File: config.mk
export PLATFORM = sky130hd
export DESIGN_NAME = game_logic_top
export DESIGN_NICKNAME = d
export VERILOG_FILES = /design/src/design/game_rules_pkg.sv /design/src/design/game_types_pkg.sv /design/src/design/judge_if.sv /design/src/design/outcome_if.sv /design/src/design/chart_decode.sv /design/src/design/game_logic_top.sv /design/src/design/game_state.sv /design/src/design/slice_judge.sv
export SDC_FILE = /design/constraint.sdc
export NUM_CORES = 1
export LEC_CHECK = 0
export BUFFER_PORTS_ARGS = -buffer_cell sky130_fd_sc_hd__buf_2
export CAP_MARGIN = 20
export CORE_ASPECT_RATIO = 1.2
export CORE_UTILIZATION = 23
export CTS_CLUSTER_SIZE = 8
export DETAILED_ROUTE_END_ITERATION = 10
export PLACE_DENSITY = 0.38
export SLEW_MARGIN = 0
export SYNTH_ARGS = -nofsm -noshare
export SYNTH_HDL_FRONTEND = slang
export SYNTH_SLANG_ARGS = --single-unit
File: constraint.sdc
create_clock -name clk_in -period 4 [get_ports clk_in]
set_input_delay 0.2 -clock clk_in [delete_from_list [all_inputs] [get_ports clk_in]]
set_output_delay 0.2 -clock clk_in [all_outputs]
set_load 0.01 [all_outputs]
File: src/design/game_rules_pkg.sv
`default_nettype none

package game_rules_pkg;

    //////////////////////////////////////////////////////////////////////
    // Chart table and time base
    //////////////////////////////////////////////////////////////////////

    localparam int BLOCK_SLOTS = 4;
    localparam int SLOT_W      = $clog2(BLOCK_SLOTS);
    localparam int TIME_W      = 12;

    //////////////////////////////////////////////////////////////////////
    // Scoring
    //////////////////////////////////////////////////////////////////////

    localparam int SCORE_W     = 16;
    localparam int COMBO_W     = 3;
    localparam int BASE_POINTS = 10;
    localparam int MAX_COMBO   = 7;
    // Multiplier is combo + 1, capped here
    localparam int MAX_MULT    = 4;

    //////////////////////////////////////////////////////////////////////
    // Health
    //////////////////////////////////////////////////////////////////////

    localparam int HEALTH_W     = 4;
    localparam int MAX_HEALTH   = 8;
    localparam int MISS_PENALTY = 1;
    localparam int WALL_PENALTY = 2;

endpackage

`default_nettype wire

File: src/design/game_types_pkg.sv
`default_nettype none

package game_types_pkg;

    localparam int BLOCK_ID_W = 8;

    // Swing direction asked for by a note
    typedef enum logic [2:0] {
        ANY   = 3'd0,
        UP    = 3'd1,
        DOWN  = 3'd2,
        LEFT  = 3'd3,
        RIGHT = 3'd4
    } swing_dir_e;

    typedef enum logic {
        PLAYING   = 1'b0,
        GAME_OVER = 1'b1
    } game_phase_e;

    // Note block, kind = 0
    typedef struct packed {
        logic                  kind;
        logic                  color;      // 0 left saber, 1 right saber
        swing_dir_e            direction;
        logic [1:0]            lane_x;
        logic [1:0]            lane_y;
        logic [11:0]           hit_time;
        logic [BLOCK_ID_W-1:0] block_id;
        logic [2:0]            reserved;
    } note_view_t;

    // Wall obstacle, kind = 1
    // hit_time sits at bits 22:11 just like the note view
    typedef struct packed {
        logic        kind;
        logic [1:0]  lane_lo;
        logic [1:0]  lane_hi;
        logic [3:0]  reserved_hi;
        logic [11:0] hit_time;
        logic [10:0] reserved_lo;
    } wall_view_t;

    typedef union packed {
        note_view_t note;
        wall_view_t wall;
    } chart_word_u;

endpackage

`default_nettype wire

File: src/design/judge_if.sv
`timescale 1ns/1ns
`default_nettype none

// Released chart entry, decode to execute
interface judge_if;
    import game_types_pkg::*;

    logic        issue;
    chart_word_u entry;

    modport decode_mp (
        output issue,
        output entry
    );

    modport execute_mp (
        input issue,
        input entry
    );

endinterface

`default_nettype wire

File: src/design/outcome_if.sv
`timescale 1ns/1ns
`default_nettype none

// Judged outcome, execute to result
interface outcome_if;
    import game_types_pkg::*;

    logic                  hit;
    logic                  miss;
    logic                  wall_hit;
    logic [BLOCK_ID_W-1:0] block_id;

    modport execute_mp (
        output hit, miss, wall_hit,
        output block_id
    );

    modport result_mp (
        input hit, miss, wall_hit,
        input block_id
    );

endinterface

`default_nettype wire

File: src/design/chart_decode.sv
`timescale 1ns/1ns
`default_nettype none

module chart_decode (
    input  logic                              clk_in,
    input  logic                              rst_n,
    input  logic                              chart_strobe,
    input  game_types_pkg::chart_word_u       chart_word,
    input  logic [game_rules_pkg::TIME_W-1:0] curr_time,
    output logic                              chart_full,
    judge_if.decode_mp                        jdg
);
    import game_types_pkg::*;
    import game_rules_pkg::*;

    chart_word_u             slot_word [BLOCK_SLOTS];
    logic [BLOCK_SLOTS-1:0]  slot_filled;
    logic [SLOT_W-1:0]       scan_ptr;

    logic                    free_found;
    logic [SLOT_W-1:0]       free_idx;
    logic                    load_en;
    logic                    due;

    //////////////////////////////////////////////////////////////////////
    // Free slot finder
    //////////////////////////////////////////////////////////////////////

    // Walk down so the lowest free slot wins
    always_comb begin
        free_found = 1'b0;
        free_idx   = '0;
        for (int i = BLOCK_SLOTS - 1; i >= 0; i--) begin
            if (!slot_filled[i]) begin
                free_found = 1'b1;
                free_idx   = SLOT_W'(i);
            end
        end
    end

    assign load_en    = chart_strobe && free_found;
    assign chart_full = &slot_filled;

    //////////////////////////////////////////////////////////////////////
    // Round-robin release scan
    //////////////////////////////////////////////////////////////////////

    // Hit time read through the note view, walls share the position
    assign due = slot_filled[scan_ptr] &&
                 (slot_word[scan_ptr].note.hit_time == curr_time);

    always_ff @(posedge clk_in or negedge rst_n) begin
        if (!rst_n) begin
            slot_filled <= '0;
            scan_ptr    <= '0;
            jdg.issue   <= 1'b0;
        end else begin
            jdg.issue <= due;

            // Load and release never touch the same slot
            if (load_en) begin
                slot_filled[free_idx] <= 1'b1;
            end
            if (due) begin
                slot_filled[scan_ptr] <= 1'b0;
            end

            if (scan_ptr == SLOT_W'(BLOCK_SLOTS - 1)) begin
                scan_ptr <= '0;
            end else begin
                scan_ptr <= scan_ptr + 1'b1;
            end
        end
    end

    // Slot contents and released word
    always_ff @(posedge clk_in) begin
        if (load_en) begin
            slot_word[free_idx] <= chart_word;
        end
        if (due) begin
            jdg.entry <= slot_word[scan_ptr];
        end
    end

endmodule

`default_nettype wire

File: src/design/game_logic_top.sv
`timescale 1ns/1ns
`default_nettype none

module game_logic_top (
    input  logic                                clk_in,
    input  logic                                rst_n,
    input  logic                                chart_strobe,
    input  logic [31:0]                         chart_word,
    input  logic                                frame_tick,
    input  logic [1:0]                          saber_lane_x,
    input  logic [1:0]                          saber_lane_y,
    input  logic [2:0]                          swing_dir,
    input  logic [1:0]                          head_lane,
    output logic                                chart_full,
    output logic [game_rules_pkg::TIME_W-1:0]   curr_time,
    output logic [game_rules_pkg::SCORE_W-1:0]  score,
    output logic [game_rules_pkg::COMBO_W-1:0]  combo,
    output logic [game_rules_pkg::HEALTH_W-1:0] health,
    output logic                                game_over
);
    import game_types_pkg::*;

    swing_dir_e swing_dir_w;

    assign swing_dir_w = swing_dir_e'(swing_dir);

    //////////////////////////////////////////////////////////////////////
    // Stage links
    //////////////////////////////////////////////////////////////////////

    judge_if   jdg_bus ();
    outcome_if res_bus ();

    // Decode, then judge, then bookkeeping; game time loops back
    chart_decode u_decode (
        .clk_in       (clk_in),
        .rst_n        (rst_n),
        .chart_strobe (chart_strobe),
        .chart_word   (chart_word),
        .curr_time    (curr_time),
        .chart_full   (chart_full),
        .jdg          (jdg_bus.decode_mp)
    );

    slice_judge u_judge (
        .clk_in       (clk_in),
        .rst_n        (rst_n),
        .saber_lane_x (saber_lane_x),
        .saber_lane_y (saber_lane_y),
        .swing_dir    (swing_dir_w),
        .head_lane    (head_lane),
        .jdg          (jdg_bus.execute_mp),
        .res          (res_bus.execute_mp)
    );

    game_state u_state (
        .clk_in       (clk_in),
        .rst_n        (rst_n),
        .frame_tick   (frame_tick),
        .res          (res_bus.result_mp),
        .curr_time    (curr_time),
        .score        (score),
        .combo        (combo),
        .health       (health),
        .game_over    (game_over)
    );

endmodule

`default_nettype wire

File: src/design/game_state.sv
`timescale 1ns/1ns
`default_nettype none

module game_state (
    input  logic                                clk_in,
    input  logic                                rst_n,
    input  logic                                frame_tick,
    outcome_if.result_mp                        res,
    output logic [game_rules_pkg::TIME_W-1:0]   curr_time,
    output logic [game_rules_pkg::SCORE_W-1:0]  score,
    output logic [game_rules_pkg::COMBO_W-1:0]  combo,
    output logic [game_rules_pkg::HEALTH_W-1:0] health,
    output logic                                game_over
);
    import game_types_pkg::*;
    import game_rules_pkg::*;

    game_phase_e          phase;
    logic [COMBO_W:0]     combo_inc;
    logic [COMBO_W:0]     mult;
    logic [SCORE_W-1:0]   points;
    logic [HEALTH_W-1:0]  penalty;
    logic [HEALTH_W-1:0]  health_dec;

    //////////////////////////////////////////////////////////////////////
    // Score and health arithmetic
    //////////////////////////////////////////////////////////////////////

    // Multiplier from the combo held before this hit
    always_comb begin
        combo_inc = {1'b0, combo} + 1'b1;
        if (combo_inc > (COMBO_W + 1)'(MAX_MULT)) begin
            mult = (COMBO_W + 1)'(MAX_MULT);
        end else begin
            mult = combo_inc;
        end
        points = SCORE_W'(BASE_POINTS * mult);
    end

    // Health bottoms out at zero
    always_comb begin
        penalty = res.wall_hit ? HEALTH_W'(WALL_PENALTY) : HEALTH_W'(MISS_PENALTY);
        if (health > penalty) begin
            health_dec = health - penalty;
        end else begin
            health_dec = '0;
        end
    end

    //////////////////////////////////////////////////////////////////////
    // Bookkeeping
    //////////////////////////////////////////////////////////////////////

    always_ff @(posedge clk_in or negedge rst_n) begin
        if (!rst_n) begin
            phase     <= PLAYING;
            curr_time <= '0;
            score     <= '0;
            combo     <= '0;
            health    <= HEALTH_W'(MAX_HEALTH);
        end else if (phase == PLAYING) begin
            // Time and outcomes both freeze once the game is over
            if (frame_tick) begin
                curr_time <= curr_time + 1'b1;
            end
            if (res.hit) begin
                score <= score + points;
                if (combo != COMBO_W'(MAX_COMBO)) begin
                    combo <= combo_inc[COMBO_W-1:0];
                end
            end else if (res.miss || res.wall_hit) begin
                combo  <= '0;
                health <= health_dec;
                if (health_dec == '0) begin
                    phase <= GAME_OVER;
                end
            end
        end
    end

    assign game_over = (phase == GAME_OVER);

endmodule

`default_nettype wire

File: src/design/slice_judge.sv
`timescale 1ns/1ns
`default_nettype none

module slice_judge (
    input  logic                       clk_in,
    input  logic                       rst_n,
    input  logic [1:0]                 saber_lane_x,
    input  logic [1:0]                 saber_lane_y,
    input  game_types_pkg::swing_dir_e swing_dir,
    input  logic [1:0]                 head_lane,
    judge_if.execute_mp                jdg,
    outcome_if.execute_mp              res
);
    import game_types_pkg::*;

    chart_word_u word;
    logic        is_wall;
    logic        lane_match;
    logic        dir_match;
    logic        note_match;
    logic        head_in_wall;

    assign word    = jdg.entry;
    assign is_wall = word.wall.kind;

    //////////////////////////////////////////////////////////////////////
    // Note and wall decode
    //////////////////////////////////////////////////////////////////////

    assign lane_match = (saber_lane_x == word.note.lane_x) &&
                        (saber_lane_y == word.note.lane_y);

    // ANY accepts every swing
    assign dir_match  = (word.note.direction == ANY) ||
                        (word.note.direction == swing_dir);

    assign note_match = lane_match && dir_match;

    // Inclusive span check
    assign head_in_wall = (head_lane >= word.wall.lane_lo) &&
                          (head_lane <= word.wall.lane_hi);

    //////////////////////////////////////////////////////////////////////
    // Registered outcome
    //////////////////////////////////////////////////////////////////////

    always_ff @(posedge clk_in or negedge rst_n) begin
        if (!rst_n) begin
            res.hit      <= 1'b0;
            res.miss     <= 1'b0;
            res.wall_hit <= 1'b0;
        end else begin
            res.hit      <= jdg.issue && !is_wall && note_match;
            res.miss     <= jdg.issue && !is_wall && !note_match;
            // A dodged wall gives no pulse at all
            res.wall_hit <= jdg.issue && is_wall && head_in_wall;
        end
    end

    // Walls carry no id
    always_ff @(posedge clk_in) begin
        if (jdg.issue) begin
            res.block_id <= is_wall ? '0 : word.note.block_id;
        end
    end

endmodule

`default_nettype wire

==> impl_metrics.ini <==
[clock_tree]
cts_sinks = 138
ctsResizeCount = 0
postCtsSetupBuffers = 0
cts-htree-levels = 4
hold_buffers = 18
root_buffer = clkbuf_16
cts_buffers = 17
clockBufferDepth = 2
clk_latency_ps = 420
clkSlewWorstSetupHoldPaths_ps = 70
cts_tree = yes

[status]
status = finished, final reports clean

[placement]
dp.cells = 821
portBuffers = 69
gp_congestion = 0.7331
hpwl_um = 9187

[detailed_routing]
drt-total-wl_um = 13450
drt_iter0_drc = 109
post_drt_wl_per_cell_um = 15.44
via_per_inst = 4.199
ant_nets = 0
drc = 0
dr.pass1.iters = 4
vias = 3657

[final_layout]
fin_nets = 594
drive_above_1_share_pct = 24.63
layout_commonest_cell = edfxtp_1
mostFrequentLayoutCells = 93 x edfxtp_1, 69 x buf_2, 44 x dfrtp_1, 32 x nand2_1
final_cells = 871
areaGrowthSynthToFinish_pct = 25.52
diodes = 0

[floorplan]
core.rowCount = 65
start_util_pct = 23.37
dieArea_mm2 = 0.02735
fp.dieW_um = 151.1
fp.dieH_um = 181.0
ios = 82
core-area_mm2 = 0.02627

[synthesis]
syn_area_mm2 = 0.006138
synth_top_area_share_pct = 45.50
yosysUniqueCellTypes = 53
syn_inst = 421
ys_warn_count = 0
avgSynthCellArea_um2 = 14.58
synth-main-ff-cell = edfxtp_1
ys_ff_latch = 138
async_flop_share_pct = 32.61
synth_edf_count = 93
synth_area_leaders = edfxtp_1 45%, dfrtp_1 18%, ha_1 4.7%, mux4_2 4.4%, xnor2_1 3.3%
yosysTopAreaCell = edfxtp_1
yosysSeqAreaShare_pct = 63.86

[timing]
worst_pin_slew_ps = 820.2
slew_headroom_pct = 45.19
finalCriticalPeriod_ps = 3527
rsz0062_at_grt = false
finalSetupTns_ps = 0
timing.final.crit_share_pct = 88.17
hold_viol = 0
clock.fmax_mhz = 283.5
drv_slew = 0
fin_skew_ps = 14.37
setup_viol = 0

[setup_path]
arrival_ps = 3820
worst_r2r_startpoint = u_state.combo[0]$_DFFE_PN0P_
end_kind = flop
crit_start = u_state.combo[0]$_DFFE_PN0P_
worstPathRequired_ps = 4290
startpoint_type = flop
crit_chain = ha_1 > ha_1 > nand2b_1 > nor2b_1 > ha_1 > ha_1 > inv_1 > fa_1 > inv_1 > ha_1 > or3_1 > o221ai_1 > nor3b_1 > xor2_1
crit_type = reg2reg
critPathMaxStageDelay_ps = 480
crit_top_cell = ha_1
slowest_stage = fa_1
cp_max_fo = 7

[power_and_ir_drop]
irDropWorstVdd_mv = 0.2178
p_per_area_mw_per_mm2 = 450.5
static-leakage-power_nw = 3.002

[grt]
grtUsageTotal_pct = 10.41
overflow = 0
grt_max_degree = 46
grt_pass1_vias = 3788
antenna_found_initial = 1
grt_pass1_wl_um = 20930

[worst_hold_path]
worstHoldStart = chart_word[16]
hold_class = in2reg

[flow_run]
maxCapViolCount = 0
## final timing paths
| check | endpoint | slack [ps] | depth (start not counted) |
|---|---|---|---|
| worst max-delay path | u_state.score[14]$_DFFE_PN0P_ | 470 | 14 |
| worst min-delay path | u_decode.slot_word[3][16]$_DFFE_PP_ | 20 | 1 |
| worst max register to register | u_state.score[14]$_DFFE_PN0P_ | 470 | 14 |
| worst min register to register | u_judge.res.hit$_DFF_PN0_ | 480 | 1 |
| max in group asynchronous | u_decode.slot_filled[2]$_DFF_PN0_ | 3130 | 3 |
| min in group asynchronous | u_state.score[14]$_DFFE_PN0P_ | 430 | 3 |
## metrics by stage
step           setup WS, ps  cell area, um^2  util (%)  power, mW  hold slack [ps]
5_1_grt               228.4             7705     29.33      3.613            13.76
3_5_place_dp          450.5             6924     26.36      1.940            360.9
3_3_place_gp          512.2             6924     26.36      1.932            348.2
6_report              473.1             7705     29.33      3.471            18.14
4_1_cts               416.4             7705     29.33      3.534            3.235
2_1_floorplan         764.1             6142         -      1.798           -95.59
## per-layer routing
| metal | vias up | global-route usage, % | wire [um] |
|---|---|---|---|
| met4 | 2 | 3.720 | 179 |
| met2 | 56 | 18.26 | 7105 |
| met1 | 1825 | 12.18 | 5772 |
| li1 | 1763 | - | - |
| met5 | - | 0 | 14 |
| met3 | 11 | 2.449 | 375 |
## Yosys cell counts (all sizes together) (7+ instances only)
master  count
nand3       9
inv        21
ha         23
nand2b      7
clkbuf      8
xnor2      23
mux2i      12
edfxtp     93
a21oi      11
nand2      32
o21ai      16
xor2       21
dfrtp      44
nor2       13
mux4       15
## layout make-up
cell class                 count  area (um^2)
clock inverter                15        175.2
timing repair buffer          94        578.1
multi-input combinational    251         2108
tap                          335        419.2
sequential                   138         3920
clock buffer                  17        425.4
inverter                      21        78.83
fill                        2694        18560
## where the power goes
group | internal, mW | total (mW) | switching [mW]
sequential | 1.58 | 1.66 | 0.0816
combinational | 0.121 | 0.252 | 0.132
clock | 0.844 | 1.56 | 0.712
total | 2.55 | 3.47 | 0.925
## worst max-delay path: cells and delay by family, from the launching register on
kind	cells	cell delay, ps
fa+ha+maj	6	1530
compound gates	1	370
simple gates	4	800
xor+xnor	1	150
flops	1	450
buf+inv	2	100
## cell families after synthesis
family / share of synthesized area (%)
compound gates: 5.728
simple gates: 8.296
xor+xnor: 6.278
mux: 7.827
buf+inv: 2.222
flops: 63.86
fa+ha+maj: 5.667
other cells: 0.1223
## sequential cells by signal, indices dropped and copies added (netlist names)
register / cells
u_state.curr_time: 12
u_decode.jdg.entry: 9
u_decode.slot_filled: 4
u_judge.res.miss: 1
u_state.game_over: 1
u_state.combo: 3
u_decode.slot_word: 84
u_decode.scan_ptr: 2
u_judge.res.wall_hit: 1
u_state.health: 4
u_judge.res.hit: 1
u_state.score: 15
u_decode.jdg.issue: 1
Note: power is estimated with default switching activity, not from simulation.
